### config.mk
export PLATFORM = sky130hd
export DESIGN_NAME = taint_shadow_top
export DESIGN_NICKNAME = d
export VERILOG_FILES = /design/src/taint_pkg.sv /design/src/taint_rd_if.sv /design/src/taint_exec.sv /design/src/taint_mem.sv /design/src/taint_rd_arbiter.sv /design/src/taint_scan.sv /design/src/taint_shadow_top.sv
export SDC_FILE = /design/constraint.sdc
export NUM_CORES = 1
export LEC_CHECK = 0
export ABC_AREA = 1
export BUFFER_PORTS_ARGS = -buffer_cell sky130_fd_sc_hd__buf_2
export CAP_MARGIN = 10
export CELL_PAD_IN_SITES_DETAIL_PLACEMENT = 0
export CELL_PAD_IN_SITES_GLOBAL_PLACEMENT = 2
export CORE_MARGIN = 10
export CORE_UTILIZATION = 30
export CTS_CLUSTER_SIZE = 28
export DETAILED_ROUTE_END_ITERATION = 12
export PLACE_DENSITY_LB_ADDON = 0.1
export SLEW_MARGIN = 20
export SYNTH_ARGS = -nofsm -noshare
export SYNTH_HDL_FRONTEND = slang
export SYNTH_SLANG_ARGS = --single-unit
### constraint.sdc
create_clock -name pos_clk -period 10.86 [get_ports pos_clk]
set_input_delay 0.543 -clock pos_clk [delete_from_list [all_inputs] [get_ports pos_clk]]
set_output_delay 0.543 -clock pos_clk [all_outputs]
set_load 0.02 [all_outputs]
### src/taint_pkg.sv
package taint_pkg;

    // datapath and shadow word width
    localparam int data_w = 16;

    // taint memory geometry
    localparam int addr_w = 4;
    localparam int depth = 16;

    // scan count must hold the value depth itself
    localparam int count_w = addr_w + 1;

    // opcode field
    localparam int op_w = 3;

    // two-operand ops
    localparam logic [op_w-1:0] op_and = 3'd0;
    localparam logic [op_w-1:0] op_or = 3'd1;

    // arithmetic, carries spread taint upward
    localparam logic [op_w-1:0] op_add = 3'd2;
    localparam logic [op_w-1:0] op_sub = 3'd3;

    // shift amount taken from b
    localparam logic [op_w-1:0] op_shl = 3'd4;
    localparam logic [op_w-1:0] op_shr = 3'd5;

    // single-bit compare result in bit 0
    localparam logic [op_w-1:0] op_eq = 3'd6;

    // select between a and b with sel
    localparam logic [op_w-1:0] op_mux = 3'd7;

endpackage

### src/taint_rd_if.sv
`timescale 1ns/1ps

interface taint_rd_if;

    // request side
    logic                         req;
    logic [taint_pkg::addr_w-1:0] addr;
    logic [taint_pkg::addr_w-1:0] addr_taint;
    logic                         en_taint;

    // reply side
    logic                         gnt;
    logic                         rvalid;
    logic [taint_pkg::data_w-1:0] data_taint;

    // load port or scan engine
    modport requester (
        output req,
        output addr,
        output addr_taint,
        output en_taint,
        input  gnt,
        input  rvalid,
        input  data_taint
    );

    // arbiter facing one requester
    modport arbiter (
        input  req,
        input  addr,
        input  addr_taint,
        input  en_taint,
        output gnt,
        output rvalid,
        output data_taint
    );

    // taint memory read port, always ready
    modport memory (
        input  req,
        input  addr,
        input  addr_taint,
        input  en_taint,
        output gnt,
        output rvalid,
        output data_taint
    );

endinterface

### src/taint_exec.sv
`timescale 1ns/1ps

module taint_exec (
    input  logic                         pos_clk,
    input  logic                         pos_arst,
    input  logic                         op_valid,
    input  logic [taint_pkg::op_w-1:0]   op,
    input  logic [taint_pkg::data_w-1:0] a,
    input  logic [taint_pkg::data_w-1:0] b,
    input  logic [taint_pkg::data_w-1:0] a_taint,
    input  logic [taint_pkg::data_w-1:0] b_taint,
    input  logic                         sel,
    input  logic                         sel_taint,
    input  logic                         en_taint,
    output logic [taint_pkg::data_w-1:0] res,
    output logic [taint_pkg::data_w-1:0] res_taint
);

    logic [taint_pkg::data_w-1:0] y;
    logic [taint_pkg::data_w-1:0] y_taint;
    logic [taint_pkg::data_w-1:0] both_taint;
    logic [taint_pkg::data_w-1:0] a_lo, a_hi;
    logic [taint_pkg::data_w-1:0] b_lo, b_hi;
    logic [taint_pkg::data_w-1:0] en_diff;

    // bounds with tainted bits forced low or high
    assign a_lo = a & ~a_taint;
    assign b_lo = b & ~b_taint;
    assign a_hi = a | a_taint;
    assign b_hi = b | b_taint;
    assign both_taint = a_taint | b_taint;

    always_comb begin
        y = '0;
        y_taint = '0;
        case (op)
            taint_pkg::op_and: begin
                y = a & b;
                y_taint = (a_taint & b) | (b_taint & a) | (a_taint & b_taint);
            end
            taint_pkg::op_or: begin
                y = a | b;
                y_taint = (a_taint & ~b) | (b_taint & ~a) | (a_taint & b_taint);
            end
            taint_pkg::op_add: begin
                y = a + b;
                y_taint = ((a_lo + b_lo) ^ (a_hi + b_hi)) | both_taint;
            end
            taint_pkg::op_sub: begin
                y = a - b;
                y_taint = ((a_lo - b_lo) ^ (a_hi - b_hi)) | both_taint;
            end
            taint_pkg::op_shl: begin
                y = a << b;
                y_taint = (|b_taint) ? '1 : (a_taint << b);
            end
            taint_pkg::op_shr: begin
                y = a >> b;
                y_taint = (|b_taint) ? '1 : (a_taint >> b);
            end
            taint_pkg::op_eq: begin
                y = {{(taint_pkg::data_w-1){1'b0}}, a == b};
                // only the untainted bits can decide the compare
                y_taint = {{(taint_pkg::data_w-1){1'b0}},
                           (|both_taint) && ((a & ~both_taint) == (b & ~both_taint))};
            end
            default: begin
                y = sel ? b : a;
                y_taint = sel ? b_taint : a_taint;
                // a tainted select exposes every differing bit
                if (sel_taint) begin
                    y_taint = y_taint | (a ^ b);
                end
            end
        endcase
    end

    // bits that would differ had the enable gone the other way
    assign en_diff = en_taint ? (y ^ res) : '0;

    always_ff @(posedge pos_clk or posedge pos_arst) begin
        if (pos_arst) begin
            res <= '0;
            res_taint <= '0;
        end else if (op_valid) begin
            res <= y;
            res_taint <= y_taint | en_diff;
        end else begin
            res_taint <= res_taint | en_diff;
        end
    end

    a_op_known: assert property (@(posedge pos_clk) disable iff (pos_arst)
        op_valid |-> !$isunknown(op));

endmodule

### src/taint_mem.sv
`timescale 1ns/1ps

module taint_mem (
    input  logic                         pos_clk,
    input  logic                         pos_arst,
    input  logic                         wr_en,
    input  logic [taint_pkg::addr_w-1:0] wr_addr,
    input  logic [taint_pkg::addr_w-1:0] wr_addr_taint,
    input  logic [taint_pkg::data_w-1:0] wr_mask,
    input  logic [taint_pkg::data_w-1:0] wr_data_taint,
    input  logic                         wr_en_taint,
    taint_rd_if.memory                   rd
);

    logic [taint_pkg::data_w-1:0] mem_q [taint_pkg::depth];
    logic [taint_pkg::data_w-1:0] rd_data_q;
    logic                         rvalid_q;

    // write port, a tainted address may have hit this word
    always_ff @(posedge pos_clk or posedge pos_arst) begin
        if (pos_arst) begin
            for (int i = 0; i < taint_pkg::depth; i++) begin
                mem_q[i] <= '0;
            end
        end else if (wr_en) begin
            mem_q[wr_addr] <= (wr_data_taint & wr_mask)
                            | {taint_pkg::data_w{|wr_addr_taint}}
                            | {taint_pkg::data_w{wr_en_taint}};
        end
    end

    // registered read sees the contents from before a same-edge write
    always_ff @(posedge pos_clk) begin
        if (rd.req) begin
            rd_data_q <= mem_q[rd.addr]
                       | {taint_pkg::data_w{(|rd.addr_taint) | rd.en_taint}};
        end
    end

    always_ff @(posedge pos_clk or posedge pos_arst) begin
        if (pos_arst) begin
            rvalid_q <= 1'b0;
        end else begin
            rvalid_q <= rd.req;
        end
    end

    // never stalls
    assign rd.gnt = rd.req;
    assign rd.rvalid = rvalid_q;
    assign rd.data_taint = rd_data_q;

    a_wr_addr_known: assert property (@(posedge pos_clk) disable iff (pos_arst)
        wr_en |-> !$isunknown(wr_addr));

endmodule

### src/taint_rd_arbiter.sv
`timescale 1ns/1ps

module taint_rd_arbiter (
    input  logic          pos_clk,
    input  logic          pos_arst,
    taint_rd_if.arbiter   ld,
    taint_rd_if.arbiter   sc,
    taint_rd_if.requester mem
);

    logic ld_win;
    logic ld_win_q;

    // loads have fixed priority over the scan
    assign ld_win = ld.req;

    assign mem.req = ld.req | sc.req;
    assign mem.addr = ld_win ? ld.addr : sc.addr;
    assign mem.addr_taint = ld_win ? ld.addr_taint : sc.addr_taint;
    assign mem.en_taint = ld_win ? ld.en_taint : sc.en_taint;

    // grant in the request cycle
    assign ld.gnt = ld.req & mem.gnt;
    assign sc.gnt = sc.req & ~ld_win & mem.gnt;

    // remember who owns the reply due next cycle
    always_ff @(posedge pos_clk or posedge pos_arst) begin
        if (pos_arst) begin
            ld_win_q <= 1'b0;
        end else begin
            ld_win_q <= ld_win;
        end
    end

    assign ld.rvalid = mem.rvalid & ld_win_q;
    assign sc.rvalid = mem.rvalid & ~ld_win_q;

    // data goes to both, rvalid tells who owns it
    assign ld.data_taint = mem.data_taint;
    assign sc.data_taint = mem.data_taint;

    // each reply returns to the requester granted one cycle before
    a_ld_reply: assert property (@(posedge pos_clk) disable iff (pos_arst)
        ld.rvalid |-> $past(ld.gnt));

    a_sc_reply: assert property (@(posedge pos_clk) disable iff (pos_arst)
        sc.rvalid |-> $past(sc.gnt));

endmodule

### src/taint_scan.sv
`timescale 1ns/1ps

module taint_scan (
    input  logic                          pos_clk,
    input  logic                          pos_arst,
    input  logic [taint_pkg::depth-1:0]   live_map,
    taint_rd_if.requester                 rd,
    output logic [taint_pkg::count_w-1:0] taint_count,
    output logic                          scan_done
);

    logic [taint_pkg::addr_w-1:0]  addr_q;
    logic [taint_pkg::addr_w-1:0]  rsp_addr_q;
    logic [taint_pkg::count_w-1:0] count_q;
    logic [taint_pkg::count_w-1:0] count_nxt;
    logic                          hit;

    // sweep never stops, clean address and enable
    assign rd.req = 1'b1;
    assign rd.addr = addr_q;
    assign rd.addr_taint = '0;
    assign rd.en_taint = 1'b0;

    // word is tainted and still live
    assign hit = (|rd.data_taint) & live_map[rsp_addr_q];
    assign count_nxt = count_q + {{(taint_pkg::count_w-1){1'b0}}, hit};

    always_ff @(posedge pos_clk or posedge pos_arst) begin
        if (pos_arst) begin
            addr_q <= '0;
            rsp_addr_q <= '0;
            count_q <= '0;
            taint_count <= '0;
            scan_done <= 1'b0;
        end else begin
            scan_done <= 1'b0;
            // advance only when the port was ours
            if (rd.gnt) begin
                rsp_addr_q <= addr_q;
                if (int'(addr_q) == taint_pkg::depth - 1) begin
                    addr_q <= '0;
                end else begin
                    addr_q <= addr_q + 1'b1;
                end
            end
            if (rd.rvalid) begin
                if (int'(rsp_addr_q) == taint_pkg::depth - 1) begin
                    taint_count <= count_nxt;
                    count_q <= '0;
                    scan_done <= 1'b1;
                end else begin
                    count_q <= count_nxt;
                end
            end
        end
    end

    a_count_range: assert property (@(posedge pos_clk) disable iff (pos_arst)
        int'(count_q) <= taint_pkg::depth);

endmodule

### src/taint_shadow_top.sv
`timescale 1ns/1ps

module taint_shadow_top (
    input  logic                          pos_clk,
    input  logic                          pos_arst,
    // exec
    input  logic                          op_valid,
    input  logic [taint_pkg::op_w-1:0]    op,
    input  logic [taint_pkg::data_w-1:0]  a,
    input  logic [taint_pkg::data_w-1:0]  b,
    input  logic [taint_pkg::data_w-1:0]  a_taint,
    input  logic [taint_pkg::data_w-1:0]  b_taint,
    input  logic                          sel,
    input  logic                          sel_taint,
    input  logic                          en_taint,
    output logic [taint_pkg::data_w-1:0]  res,
    output logic [taint_pkg::data_w-1:0]  res_taint,
    // host write
    input  logic                          wr_en,
    input  logic [taint_pkg::addr_w-1:0]  wr_addr,
    input  logic [taint_pkg::addr_w-1:0]  wr_addr_taint,
    input  logic [taint_pkg::data_w-1:0]  wr_mask,
    input  logic [taint_pkg::data_w-1:0]  wr_data_taint,
    input  logic                          wr_en_taint,
    // host load
    input  logic                          ld_req,
    input  logic [taint_pkg::addr_w-1:0]  ld_addr,
    input  logic [taint_pkg::addr_w-1:0]  ld_addr_taint,
    input  logic                          ld_en_taint,
    output logic                          ld_valid,
    output logic [taint_pkg::data_w-1:0]  ld_data_taint,
    // liveness scan
    input  logic [taint_pkg::depth-1:0]   live_map,
    output logic [taint_pkg::count_w-1:0] taint_count,
    output logic                          scan_done
);

    taint_rd_if ld_rd ();
    taint_rd_if sc_rd ();
    taint_rd_if mem_rd ();

    // top ports act as the load requester
    assign ld_rd.req = ld_req;
    assign ld_rd.addr = ld_addr;
    assign ld_rd.addr_taint = ld_addr_taint;
    assign ld_rd.en_taint = ld_en_taint;
    assign ld_valid = ld_rd.rvalid;
    assign ld_data_taint = ld_rd.data_taint;

    taint_exec exec0 (
        .pos_clk, .pos_arst, .op_valid, .op, .a, .b, .a_taint, .b_taint,
        .sel, .sel_taint, .en_taint, .res, .res_taint
    );

    taint_mem mem0 (
        .pos_clk, .pos_arst, .wr_en, .wr_addr, .wr_addr_taint, .wr_mask,
        .wr_data_taint, .wr_en_taint, .rd(mem_rd.memory)
    );

    taint_rd_arbiter arb0 (
        .pos_clk, .pos_arst,
        .ld(ld_rd.arbiter), .sc(sc_rd.arbiter), .mem(mem_rd.requester)
    );

    taint_scan scan0 (
        .pos_clk, .pos_arst, .live_map, .rd(sc_rd.requester),
        .taint_count, .scan_done
    );

endmodule

Word level (Yosys, flattened, before mapping)
Index checks and enable logic that the tools add are counted.
{ "totals": {"register_bits": 325, "latch_bits": 0, "ramBits": 0, "romBits": 0, "inputBits": 141, "output_inout_bits": 55, "mem_count": 0} }
{ "op_classes": {"addsub": 8, "mul": 0, "div": 0, "order_cmp": 4, "eq_ne": 10, "n_shift": 4, "mux": 24, "n_bitwise": 43, "reduce_logical": 9} }
{ "ops": {"columns": ["op", "count"], "rows": [
  ["$bwmux 256", 1],
  ["$or 16x16->16", 16],
  ["$pmux 16 s7", 2],
  ["$and 16x16->16", 11],
  ["$mux 16", 10],
  ["$not 16->16", 5],
  ["$bmux 16 s4", 1],
  ["$demux 16 s4", 1],
  ["$xor 16x16->16", 4],
  ["$add 16x16->16", 3],
  ["$reduce_or 16->1", 3],
  ["$sub 16x16->16", 3],
  ["$eq 16x16->1", 2],
  ["$shl 16x16->16", 2],
  ["$shr 16x16->16", 2],
  ["$mux 4", 3],
  ["$ge 5x5->1 const B", 2],
  ["$not 4->5", 2],
  ["$eq 3x3->1 const B", 3],
  ["$eq 4x1->1 const B", 2],
  ["$reduce_or 4->1", 2],
  ["$eq 3x2->1 const B", 2],
  ["$add 5x1->5", 1],
  ["$lt 4x5->1 const B", 1],
  ["other kinds (12)", 18]
]} }

Longest topological paths before layout
Gate-level depths: netlist of the first run.
{ "logic_depth": {"depth_word": 8, "depth_mapped": 22, "mapped_depth_nobuf": 21} }

By module
From an unflattened synthesis of the first run, not the netlist that was laid out.
{ "hier_totals": {"cells_unflattened": 4185, "hier_area_um2": 26631.8} }
{ "by_module_without_submodules": {"columns": ["module", "instances", "cells_per_inst", "area_per_inst_um2"], "rows": [
  ["taint_mem", 1, 1647, 12827.3],
  ["taint_exec", 1, 2323, 12264.3],
  ["taint_scan", 1, 143, 1118.6],
  ["taint_rd_arbiter", 1, 72, 421.7]
]} }

Least setup slack after synthesis of the first run
No wires, ideal clock.
{ "synth_timing": {"path_kind": "in2reg", "startpoint": "in b[2] in the netlist's numbering", "endpoint": "reg exec0.res_taint[8] in the netlist's numbering", "setup_time_ps": 121, "t_arrival_ps": 2900, "t_required_ps": 10739, "path_slack_ps": 7839, "stages": 17, "path_buffers": 2, "path_cell_list": "inv_2 -> clkbuf_1 -> clkbuf_1 -> ha_1 -> nand2_1 -> nand2_1 -> nand2_1 -> nand2_1 -> a21boi_0 -> o21ai_0 -> or2_2 -> a21oi_1 -> nand2_1 -> nand2_1 -> nand2_1 -> nand3_1 -> nand2_1"} }
{ "synth_via": {"elab_chain_len": 7, "word_cells_on_any_way": 25} }
{ "synth_lines": {"columns": ["element", "line_no", "source"], "rows": [
  ["start: declaration", "taint_shadow_top.sv:10", "input logic [taint_pkg::data_w-1:0] b,"],
  ["$and 16x16->16 or $or 16x16->16 (tied branches)", "taint_exec.sv:28, taint_exec.sv:30", null],
  ["$sub 16x16->16 or $add 16x16->16 (tied branches)", "taint_exec.sv:51, taint_exec.sv:47", null],
  ["$xor 16x16->16 (on tied branches)", "taint_exec.sv:51, taint_exec.sv:47", null],
  ["$or 16x16->16 (on tied branches)", "taint_exec.sv:51, taint_exec.sv:47", null],
  ["$pmux 16 s7", "taint_exec.sv:36", "case (op)"],
  ["$or 16x16->16", "taint_exec.sv:87", "res_taint <= y_taint | en_diff;"],
  ["$mux 16 *", "taint_exec.sv:85", "end else if (op_valid) begin"],
  ["end signal: assignment", "taint_exec.sv:87", null],
  ["end signal: assignment", "taint_exec.sv:89", "res_taint <= res_taint | en_diff;"],
  ["end: declaration", "taint_exec.sv:16", "output logic [taint_pkg::data_w-1:0] res_taint"]
]} }
Every way passes the cells marked *; elsewhere a longest branch is shown, timed or not.
A chain may end at the register's enable or synchronous reset.

Worst setup path in the final report of the first run
{ "layout_timing": {"startpoint": "in b[0] in the netlist's numbering", "endpoint": "reg exec0.res_taint[8] in the netlist's numbering"} }
The elaborated chain is that of the path after synthesis.

==> parameters.txt, run 1 <==
Parameter                              Value

Status
  Result of the run    completed

Layout
  Filler cell count in the final layout    9569
  Utilization after layout    0.3418
  Post-layout nets    4198
  Share of post-route cells with drive strength above 1    0.1002
  Storage element area    8053 um2
  Number of inserted diodes    0
  Total area of multi-input combinational cells    15410 um2
  Syn-to-layout area delta    12.89%

Synth
  Synthesized netlist cell count    3883
  Count of synthesis-stage warnings from yosys    0
  Synth Flop Type    dfrtp_1
  Number of synthesized register bits    325
  Number of synthesized flops with an enable pin    0
  Cell type contributing the most total cell area after synthesis    dfrtp_1
  Most frequently used cell type in the post-synthesis netlist    nand2_1
  Yosys top cell area share    0.3000
  Syn_nets    4141
  Count of different cell masters after synthesis    65
  Share of the yosys chip area belonging to registers    0.3124
  Synth cell count leaders    nand2_1, nor2_1, inv_1
  Synthesized cell area    25780 um2
  Syn Area/Cell    6.639 um2
  Largest cells by area after synthesis    dfrtp_1, nand2_1, nand3_1
  Post-synthesis async set-or-reset flop share    0.9508

Worst setup path
  WP data arrival    4250 ps
  Startpoint of the most critical register-to-register path    scan0.rd.addr[1]$_DFFE_PP0N_
  Number of cells traversed by the worst register-to-register path    7
  Critical path startpoint category    input pin
  Crit path required time    11300 ps
  Flop2flop setup slack    7440 ps
  Origin of the worst setup path    b[0]
  Worst setup EP type    flop
  Largest driver fanout on the critical path    43
  Reg2reg end    mem0.rd.data_taint[1]$_DFF_P_
  Worst setup path category    in2reg

Pwr
  Worst IR Drop VDD    120.8 uV
  P_leak    0.01332 uW
  Power density relative to cell area    156.0 nW/um2

Clock network
  Clock Sink Count    325
  Gates resized, CTS repair    0
  Largest buffer count on any clock path    3
  Reg clk slew, reported paths    60 ps
  Latest clock arrival within the worst-skew pair    570 ps
  CTS tree    done
  Number of buffers created by CTS    40
  Setup fix buffers added after clock tree synthesis    0
  Hold buffer count at cts    0
  CTS root buffer    clkbuf_16
  Total number of H-tree levels    2

Timing
  Actual transition at the worst max-transition pin    1085 ps
  Max transition margin    0.2747
  Highest clock rate    262.3 MHz
  Worst setup slack after layout    7047 ps
  Unrepaired setup endpoints after global routing    no
  Number of max-slew violations in the final report    0
  Fin crit share    0.3511
  Time the worst path needs with I/O delays and setup    3813 ps
  Worst hold margin    56.80 ps
  Final setup viols    0
  Final-layout setup total negative slack    0 ps
  Hold violation count in the final report    0
  Layout Skew    19.86 ps

GRT
  Number of antenna violations at the first check in global routing    3
  GRT Overall Usage    0.2462
  Number of global-route vias before repair    27070
  Pin count of the biggest net entering global routing    154
  GRT Residual Overflow    0
  Wire length of the first global-routing pass    183300 um

Placement
  Placement-stage worst setup slack    6565 ps
  Gp weighted congestion    0.9910
  Port bufs    195
  Post-detailed-placement half-perimeter wirelength    92320 um

Flow run
  # Max-Cap Violations    0

Floorplan
  Die X-Extent    313.1 um
  Core area    85150 um2
  Total Die Area    98050 um2
  Effective utilization at floorplan    0.3028
  Top Ports    196
  # rows    107
  Height of the die    313.1 um

Drt
  Residual DRC count    0
  1st-iter DRT viols    2412
  Number of vias per cell    5.326
  Antenna viol nets, final    0
  Overall via count from detail_route    27250
  Routed length per instance    24.36 um
  First-pass detailed-route iteration total    6
  Post-detailed-routing wire length    124600 um

Worst hold path
  Worst min-delay path class    in2async
==> report_power, final <==
| group | total (uW) | internal (uW) | switching (uW) |
|---|---|---|---|
| clock network | 1370 | 808 | 563 |
| registers | 1620 | 1470 | 147 |
| logic | 1550 | 486 | 1060 |
| total | 4540 | 2770 | 1770 |
==> through the flow <==
step                instance area [um2]  std cells  total power (uW)
global route                      29100       5116              4832
CTS                               29070       5115              4579
detailed placement                27720       5041              3188
finish                            29100       5116              4540
global placement                  27720       5041              3191
floorplan                         25780       3883              2618
==> final cells by class <==
type / count / area share
multi-input cells: 2931 / 0.5297
flip-flops and latches: 325 / 0.2767
inverters: 410 / 0.05323
well taps: 1144 / 0.04919
repair buffers: 232 / 0.04463
clock buffers: 57 / 0.04042
clock inverters: 17 / 0.006105
==> per-layer routing <==
layer,track usage,wire [um]
met5,0,33
met4,0.1087,5918
met3,0.02830,5962
met2,0.4150,58860
met1,0.3138,53860
==> worst max-delay path by stage <==
stage	endpoint	slack (ps)	cells after the start
global route	exec0.res_taint[8]$_DFF_PP0_	6680	22
global placement	exec0.res_taint[8]$_DFF_PP0_	6510	22
finish	exec0.res_taint[8]$_DFF_PP0_	7050	22
floorplan	arb0.ld_win_q$_DFF_PP0_	1770	1
detailed placement	exec0.res_taint[8]$_DFF_PP0_	6560	22
CTS	exec0.res_taint[8]$_DFF_PP0_	7140	22
==> cell families (layout without fill, tap and decap cells) <==
logic type / count (synthesis) / count (layout) / share of synthesized area
AOI/OAI and AO/OA: 978 / 978 / 0.2206
xor gates and xnor gates: 43 / 43 / 0.01461
adders and majority gates: 117 / 117 / 0.05854
buffers and inverters: 627 / 716 / 0.09533
DFF: 325 / 325 / 0.3124
muxes: 19 / 19 / 0.008154
other: 1 / 1 / 0.0001455
and+or+nand+nor: 1773 / 1773 / 0.2903
==> sequential cells by signal, indices dropped and copies added (netlist names) <==
register / cells
exec0.res: 16
scan0.rsp_addr_q: 4
scan0.taint_count: 5
exec0.res_taint: 16
mem0.rd.data_taint: 16
scan0.scan_done: 1
scan0.rd.addr: 4
mem0.mem_q: 256
mem0.rd.rvalid: 1
arb0.ld_win_q: 1
scan0.count_q: 5
==> critical path, stage by stage <==
cell and delay [ps]:
buf_2 650, clkinv_1 150, buf_4 330, nand2_1 200, ha_1 160, inv_1 50
fa_1 450, nand3_1 100, nand2_1 120, a21oi_1 480, or2_2 220, nand2_1 50
nand2_1 80, nand2_1 50, nand2_1 50, nand3_1 60, nand2_1 120, nand2_1 70
nand2_1 70, nand2_1 50, a21boi_1 110, nand2_1 50
==> placed cells by master, fill, tap and decap left out, types with 40 or more instances in the layout <==
cell       count
nand2_1      871
nor2_1       389
inv_1        386
nand3_1      377
o21ai_0      327
dfrtp_1      309
a21oi_1      258
buf_2        195
a31oi_1      147
ha_1         111
o21ai_1       41
a211oi_1      41
clkbuf_16     41
nand4_1       40
No activity file was read; power rests on OpenSTA's default activity.
==> run 2, diff against run 1 <==
--- a/config.mk
+++ b/config.mk
@@ -5,7 +5,7 @@
 export SDC_FILE = /design/constraint.sdc
 export NUM_CORES = 1
 export LEC_CHECK = 0
-export ABC_AREA = 1
+export ABC_AREA = 0
 export BUFFER_PORTS_ARGS = -buffer_cell sky130_fd_sc_hd__buf_2
 export CAP_MARGIN = 10
 export CELL_PAD_IN_SITES_DETAIL_PLACEMENT = 0
==> constraint.sdc (replaced) <==
create_clock -name pos_clk -period 3.1 [get_ports pos_clk]
set_input_delay 0.155 -clock pos_clk [delete_from_list [all_inputs] [get_ports pos_clk]]
set_output_delay 0.155 -clock pos_clk [all_outputs]
set_load 0.02 [all_outputs]
==> run 2 against run 1 <==
  * Final cell count fell by 14%
  * Area after synthesis down 4.9%
  * Wire length shrank 4.9%
  * Sequential cell count did not move
  * Worst setup slack got worse by 7000 ps
  * Combinational power grew to 4.0 times the previous value
  * Critical path depth is 9 lower
  * First-iteration DRC count decreased by 24%
  * Largest power group is now combinational logic
  * Clock power rose to 3.4 times the previous value
  * Register-to-register slack worse by 7000 ps
  * Die area down 4.6%
==> parameters.txt, run 2 <==
Parameter                              Value

Pwr
  Worst IR Drop VDD    393.2 uV (+230%)
  Proportion of power drawn by combinational gates    0.370 (+0.029)
  Power density relative to cell area    532.8 nW/um2 (+240%)
  Internal cell power    10760 uW (+290%)
  P_leak    0.01369 uW (+2.8%)
  Total net switching power    5859 uW (+230%)
  Fraction of power consumed by the clock network    0.282 (-0.020)
  Switching share of total power    0.3526 (-0.03825)
  Power share of the sequential group    0.347 (-0.009)

Layout
  Final non-filler cell area    31190 um2 (+7.2%)
  Utilization after layout    0.3860 (+0.04419)
  Post-layout nets    3558 (-15%)
  Number of inserted diodes    0 (unchanged)
  Cell Count, Final, Fillers Out    4389 (-14%)
  Top reg by flops    mem0.mem_q
  Most common cell after layout, fill and taps aside    buf_4
  Filler cell count in the final layout    8290 (-13%)
  Syn-to-layout area delta    27.23%
  Share of post-route cells with drive strength above 1    0.2776 (+0.1774)
  Top library cells by usage in the layout, fill and taps aside    buf_4, nor2_1, dfrtp_1
  Max reg flops    256 (unchanged)

Synth
  Number of synthesized flops with an enable pin    0 (unchanged)
  Share of the yosys chip area belonging to registers    0.3285 (+0.01612)
  Yosys top cell area share    0.3154 (+0.01548)
  Syn Area/Cell    8.616 um2 (+30%)
  Synth Flop Type    dfrtp_1
  Cell type contributing the most total cell area after synthesis    dfrtp_1
  Count of synthesis-stage warnings from yosys    0 (unchanged)
  Synthesized cell area    24510 um2 (-4.9%)
  Most frequently used cell type in the post-synthesis netlist    nor2_1
  Count of different cell masters after synthesis    80 (+23%)
  Synthesized netlist cell count    2845 (-27%)
  Synth cell count leaders    nor2_1, a21oi_1, dfrtp_1
  Number of synthesized register bits    325 (unchanged)
  Largest cells by area after synthesis    dfrtp_1, mux4_2, a21oi_1
  Syn_nets    3103 (-25%)
  Post-synthesis async set-or-reset flop share    0.9508 (unchanged)

Timing
  Unrepaired setup endpoints after global routing    no
  Highest clock rate    331.7 MHz
  Layout Skew    35.11 ps (+15.25 ps)
  Final setup viols    0 (unchanged)
  Number of max-slew violations in the final report    0 (unchanged)
  Final-layout setup total negative slack    0 ps (unchanged)
  Fin crit share    0.9725
  Time the worst path needs with I/O delays and setup    3015 ps
  Actual transition at the worst max-transition pin    1018 ps (-67.57 ps)
  Hold violation count in the final report    0 (unchanged)
  Max transition margin    0.3214 (+0.04676)
  Worst hold margin    65.13 ps (+8.334 ps)

Clock network
  Number of buffers created by CTS    40 (unchanged)
  CTS root buffer    clkbuf_16
  Total number of H-tree levels    2 (unchanged)
  Setup fix buffers added after clock tree synthesis    0 (unchanged)
  Clock Sink Count    325 (unchanged)
  Latest clock arrival within the worst-skew pair    570 ps (about the same)
  Largest buffer count on any clock path    3 (unchanged)
  Reg clk slew, reported paths    60 ps (about the same)
  CTS tree    done

Floorplan
  Effective utilization at floorplan    0.3034 (+0.0006031)
  Top Ports    196 (unchanged)
  Total Die Area    93540 um2 (-4.6%)
  # rows    104 (-2.8%)
  Die X-Extent    305.9 um (-2.3%)
  Height of the die    305.9 um (-2.3%)
  Core area    80810 um2 (-5.1%)

Placement
  Gp weighted congestion    0.9435 (-4.8%)
  Instance area after placement    29830 um2 (+7.6%)
  Placed cell count    4316 (-14%)
  Port bufs    195 (unchanged)
  Post-detailed-placement half-perimeter wirelength    93060 um (+0.81%)

Drt
  1st-iter DRT viols    1839 (-24%)
  First-pass detailed-route iteration total    6 (unchanged)
  Residual DRC count    0 (unchanged)
  Overall via count from detail_route    24120 (-11%)
  Number of vias per cell    5.496 (+3.2%)
  Routed length per instance    27.00 um (+11%)
  Post-detailed-routing wire length    118500 um (-4.9%)
  Antenna viol nets, final    0 (unchanged)

Worst hold path
  Worst min-delay path class    in2reg

GRT
  GRT Overall Usage    0.2470 (+0.0007887)
  Number of global-route vias before repair    24790 (-8.4%)
  Wire length of the first global-routing pass    173500 um (-5.3%)
  GRT Residual Overflow    0 (unchanged)
  Pin count of the biggest net entering global routing    74 (-52%)
  Number of antenna violations at the first check in global routing    2 (-1)

Worst setup path
  Worst setup EP type    flop
  Crit path required time    3600 ps (-7700 ps)
  WP data arrival    3520 ps (-730 ps)
  Critical path startpoint category    input pin
  Worst setup path category    in2reg
  Largest driver fanout on the critical path    4 (-91%)

Status
  Result of the run    completed

Flow run
  # Max-Cap Violations    0 (unchanged)
-- run 2: power by group through the flow --
stage,Sequential (uW),Clock [uW],Combinational (uW)
floorplan,5820,0,3570
global placement,5800,0,6110
detailed placement,5850,0,6150
CTS,5790,4860,6180
global route,5880,5030,6670
finish,5770,4690,6150
-- run 2: cell families (layout without fill, tap and decap cells) --
family          count (synthesis)  count (layout)  share of synthesized area
mux                           202             202                     0.1358
buf+inv                       350             834                    0.05538
other cells                     1               1                  0.0001530
compound gates                814             814                     0.2055
xor+xnor                      112             112                    0.04175
simple gates                  924             924                     0.1713
fa+ha+maj                     117             117                    0.06156
flops                         325             325                     0.3285
-- run 2: worst paths after layout --
kind                                                   from                          endpoint  slack [ps]  cells after the start
min in group asynchronous                          pos_arst        mem0.mem_q[25]$_DFFE_PP0P_         300                      3
max                                                    a[1]      exec0.res_taint[9]$_DFF_PP0_          90                     13
max in group asynchronous                          pos_arst       mem0.mem_q[192]$_DFFE_PP0P_        1920                      4
min reg2reg                scan0.taint_count[1]$_DFFE_PP0P_  scan0.taint_count[1]$_DFFE_PP0P_         470                      2
min                                                en_taint     exec0.res_taint[12]$_DFF_PP0_          70                      3
max reg2reg                 scan0.rsp_addr_q[0]$_DFFE_PP0N_  scan0.taint_count[4]$_DFFE_PP0P_         430                      8
-- run 2: timing repair --
action / in CTS / in global routing
endpoints found under the setup margin: 0 / 3
hold endpoints to repair: 27 / 0
hold buffers: 2 / 0
resized for setup: 0 / 3
-- run 2: through the flow --
stage | setup slack [ps] | total power [uW]
after floorplan | -1168 | 9393
after global placement | -655.4 | 11910
after detailed placement | -560.5 | 12000
after CTS | 30.48 | 16820
after global routing | 14.09 | 17580
final | 85.20 | 16620
-- run 2: area by class of cell --
type	instances	area, um2	area share
tap	1060	1326	0.04252
inverter	110	421.7	0.01352
sequential	325	8053	0.2582
clock inverter	15	201.4	0.006459
multi-input combinational	2170	15320	0.4913
clock buffer	56	1111	0.03562
timing repair buffer	653	4752	0.1524
-- run 2: routing by layer --
| layer | part of all wire | vias up | GRT usage |
|---|---|---|---|
| li1 | - | 11120 | - |
| met1 | 0.41 | 11930 | 0.2977 |
| met2 | 0.48 | 835 | 0.4216 |
| met3 | 0.051 | 241 | 0.03467 |
| met4 | 0.063 | 2 | 0.1349 |
| met5 | 0.00011 | - | 0 |
-- run 2: critical path, stage by stage --
cell and delay [ps]:
buf_2 90, inv_1 110, buf_12 150, ha_1 400
a21o_1 290, a2111oi_4 400, nand2b_1 250, a211oi_1 130
o21ai_0 150, o311ai_0 200, and4_1 280, xnor2_1 620
a221o_1 280
==> run 3, diff against run 2 <==
--- a/config.mk
+++ b/config.mk
@@ -5,7 +5,7 @@
 export SDC_FILE = /design/constraint.sdc
 export NUM_CORES = 1
 export LEC_CHECK = 0
-export ABC_AREA = 0
+export ABC_AREA = 1
 export BUFFER_PORTS_ARGS = -buffer_cell sky130_fd_sc_hd__buf_2
 export CAP_MARGIN = 10
 export CELL_PAD_IN_SITES_DETAIL_PLACEMENT = 0
==> run 3 against run 2 <==
  * Worst hold slack got worse by 36 ps
  * Sequential cell count is the same
  * Via count grew 17%
  * Sequential power down 3%
  * Clock-buffer cell count up 11
  * Final cell count grew 22%
==> parameters.txt, run 3 (synthesized netlist as in run 1, its figures left out) <==
Parameter                              Value

Worst setup path
  Largest driver fanout on the critical path    5 (+1)
  Cell with the biggest individual delay on the critical path    fa_1
  Crit path required time    3520 ps (-80 ps)
  WP data arrival    2930 ps (-590 ps)
  Dominant cell type by count on the critical path    nand2_1
  Worst setup EP type    flop
  Startpoint of the most critical register-to-register path    scan0.rsp_addr_q[0]$_DFFE_PP0N_
  Crit path largest cell delay    400 ps (-220 ps)
  Origin of the worst setup path    a[0]
  Critical path startpoint category    input pin
  Worst setup path category    in2reg
  Flop2flop setup slack    670 ps (+240 ps)
  Critical Path End    exec0.res_taint[8]$_DFF_PP0_
  Reg2reg end    scan0.taint_count[4]$_DFFE_PP0P_
  Number of cells traversed by the worst register-to-register path    11 (+3)
  Worst path cell trace    buf_2, buf_4, ha_1, fa_1, nand2_1, nand2_1, nand2_1, nand2_1, a21boi_0, o21ai_0, or2_2, a21oi_1, nand2_1, nand2_1, nand2_1, nand3_1, nand2_1

Drt
  Number of vias per cell    5.288 (-3.8%)
  Post-detailed-routing wire length    127300 um (+7.5%)
  Residual DRC count    0 (unchanged)
  Antenna viol nets, final    0 (unchanged)
  Overall via count from detail_route    28330 (+17%)
  First-pass detailed-route iteration total    6 (unchanged)
  Routed length per instance    23.77 um (-12%)
  1st-iter DRT viols    2442 (+33%)

Clock network
  Number of buffers created by CTS    40 (unchanged)
  Reg clk slew, reported paths    60 ps (about the same)
  CTS root buffer    clkbuf_16
  Latest clock arrival within the worst-skew pair    590 ps (+20 ps)
  Setup fix buffers added after clock tree synthesis    0 (unchanged)
  Clock Sink Count    325 (unchanged)
  CTS tree    done
  Hold buffer count at cts    3 (+1)
  Largest buffer count on any clock path    3 (unchanged)
  Total number of H-tree levels    2 (unchanged)
  Gates resized, CTS repair    0 (unchanged)

Pwr
  Fraction of power consumed by the clock network    0.290 (+0.008)
  Total power consumption of the routed design    16210 uW (-2.4%)
  P_leak    0.01449 uW (+5.8%)
  Switching share of total power    0.3898 (+0.03713)
  Internal cell power    9892 uW (-8.0%)
  Worst IR Drop VDD    385.3 uV (-2.0%)
  Power share of the sequential group    0.347 (about the same)
  Power density relative to cell area    523.3 nW/um2 (-1.8%)
  Proportion of power drawn by combinational gates    0.363 (-0.007)
  Total net switching power    6318 uW (+7.8%)

Status
  Result of the run    completed

GRT
  GRT Residual Overflow    0 (unchanged)
  Global routing usage on met1    0.3211 (+0.02343)
  GRT Overall Usage    0.2510 (+0.004023)
  Most utilized layer in the global route result    met2
  Number of antenna violations at the first check in global routing    2 (unchanged)
  Met2 Usage GRT    0.4189 (-0.002721)
  Pin count of the biggest net entering global routing    120 (+62%)
  Wire length of the first global-routing pass    186900 um (+7.7%)
  Number of global-route vias before repair    27890 (+13%)
  Met3 Usage GRT    0.03284 (-0.001828)

Timing
  Highest clock rate    398.6 MHz (+20%)
  Final-layout setup total negative slack    0 ps (unchanged)
  Final setup viols    0 (unchanged)
  Actual transition at the worst max-transition pin    1025 ps (+6.726 ps)
  Number of max-slew violations in the final report    0 (unchanged)
  Time the worst path needs with I/O delays and setup    2509 ps (-506.1 ps)
  Worst setup slack after layout    591.4 ps (+506.1 ps)
  Layout Skew    58.00 ps (+22.89 ps)
  Fin crit share    0.8092 (-0.1633)
  Unrepaired setup endpoints after global routing    no
  Hold violation count in the final report    0 (unchanged)
  Max transition margin    0.3144 (-0.007007)

Layout
  Total area of multi-input combinational cells    15410 um2 (+0.56%)
  Top library cells by usage in the layout, fill and taps aside    nand2_1, nor2_1, inv_1
  Filler cell count in the final layout    9535 (+15%)
  Most common cell after layout, fill and taps aside    nand2_1
  Final non-filler cell area    30980 um2 (-0.68%)
  Utilization after layout    0.3638 (-0.02215)
  Top reg by flops    mem0.mem_q
  Storage element area    8053 um2 (unchanged)
  Syn-to-layout area delta    20.17%
  Max reg flops    256 (unchanged)
  Share of post-route cells with drive strength above 1    0.1489 (-0.1287)
  Post-layout nets    4438 (+25%)

Worst hold path
  Worst min-delay path class    in2reg

Placement
  Instance area after placement    29630 um2 (-0.65%)
  Port bufs    195 (unchanged)
  Placement-stage worst setup slack    -15.30 ps (+545.2 ps)
  Gp weighted congestion    0.9973 (+5.7%)
  Post-detailed-placement half-perimeter wirelength    97730 um (+5.0%)

Floorplan
  Effective utilization at floorplan    0.3028 (-0.0006031)
  Die X-Extent    313.1 um (+2.4%)
  # rows    107 (+2.9%)
  Total Die Area    98050 um2 (+4.8%)
  Top Ports    196 (unchanged)
  Core area    85150 um2 (+5.4%)
  Height of the die    313.1 um (+2.4%)

Flow run
  # Max-Cap Violations    0 (unchanged)
==> run 3: cell types whose count changed in the layout (fill, tap and decap cells not counted), moves of 49 or more <==
cell / before / now
mux2i_1: 73 / 3
mux4_2: 102 / 0
o21ai_0: 191 / 327
buf_4: 433 / 261
inv_1: 105 / 386
nand3_1: 68 / 377
a31oi_1: 14 / 147
nor2_1: 313 / 389
nand2_1: 281 / 871
a21oi_1: 307 / 258
==> run 3: power groups by stage <==
stage | clock network (uW) | logic, uW | registers [uW]
2_1_floorplan | 0 | 3400 | 5780
3_3_place_gp | 0 | 5860 | 5690
3_5_place_dp | 0 | 5860 | 5700
4_1_cts | 4840 | 5890 | 5640
5_1_grt | 5020 | 6530 | 5740
6_report | 4710 | 5880 | 5620
==> run 3: worst min-delay path by stage <==
stage,startpoint,endpoint,depth (start not counted)
4_1_cts,en_taint,exec0.res_taint[7]$_DFF_PP0_,3
2_1_floorplan,ld_req,arb0.ld_win_q$_DFF_PP0_,0
5_1_grt,en_taint,exec0.res_taint[7]$_DFF_PP0_,3
6_report,en_taint,exec0.res_taint[1]$_DFF_PP0_,3
3_5_place_dp,pos_arst,mem0.mem_q[191]$_DFFE_PP0P_,2
3_3_place_gp,pos_arst,mem0.mem_q[191]$_DFFE_PP0P_,2
==> run 3: area by class of cell <==
type | instances | area share
well taps | 1144 | 0.04621
inverters | 410 | 0.04988
flip-flops and latches | 325 | 0.2600
repair buffers | 472 | 0.1041
clock inverters | 7 | 0.002747
clock buffers | 67 | 0.03946
multi-input cells | 2931 | 0.4975
diodes | 2 | 0.0001616
==> run 3: through the flow <==
stage / hold WS, ps / cells
3_5_place_dp: 217.1 / 5279
4_1_cts: 14.83 / 5356
5_1_grt: 44.71 / 5357
3_3_place_gp: 218.5 / 5279
2_1_floorplan: 186.4 / 3883
6_report: 29.08 / 5358
==> run 3: routing by layer <==
metal / share of wire / wire (um)
met1: 0.43 / 55030
met2: 0.47 / 59330
met3: 0.053 / 6723
met4: 0.049 / 6247
met5: 0.000094 / 12
==> run 3: worst max-delay path: cells and delay by family <==
| kind | cells | cell delay [ps] |
|---|---|---|
| AOI/OAI and AO/OA | 3 | 710 |
| buffers and inverters | 2 | 270 |
| adders and majority gates | 2 | 690 |
| and+or+nand+nor | 10 | 1100 |
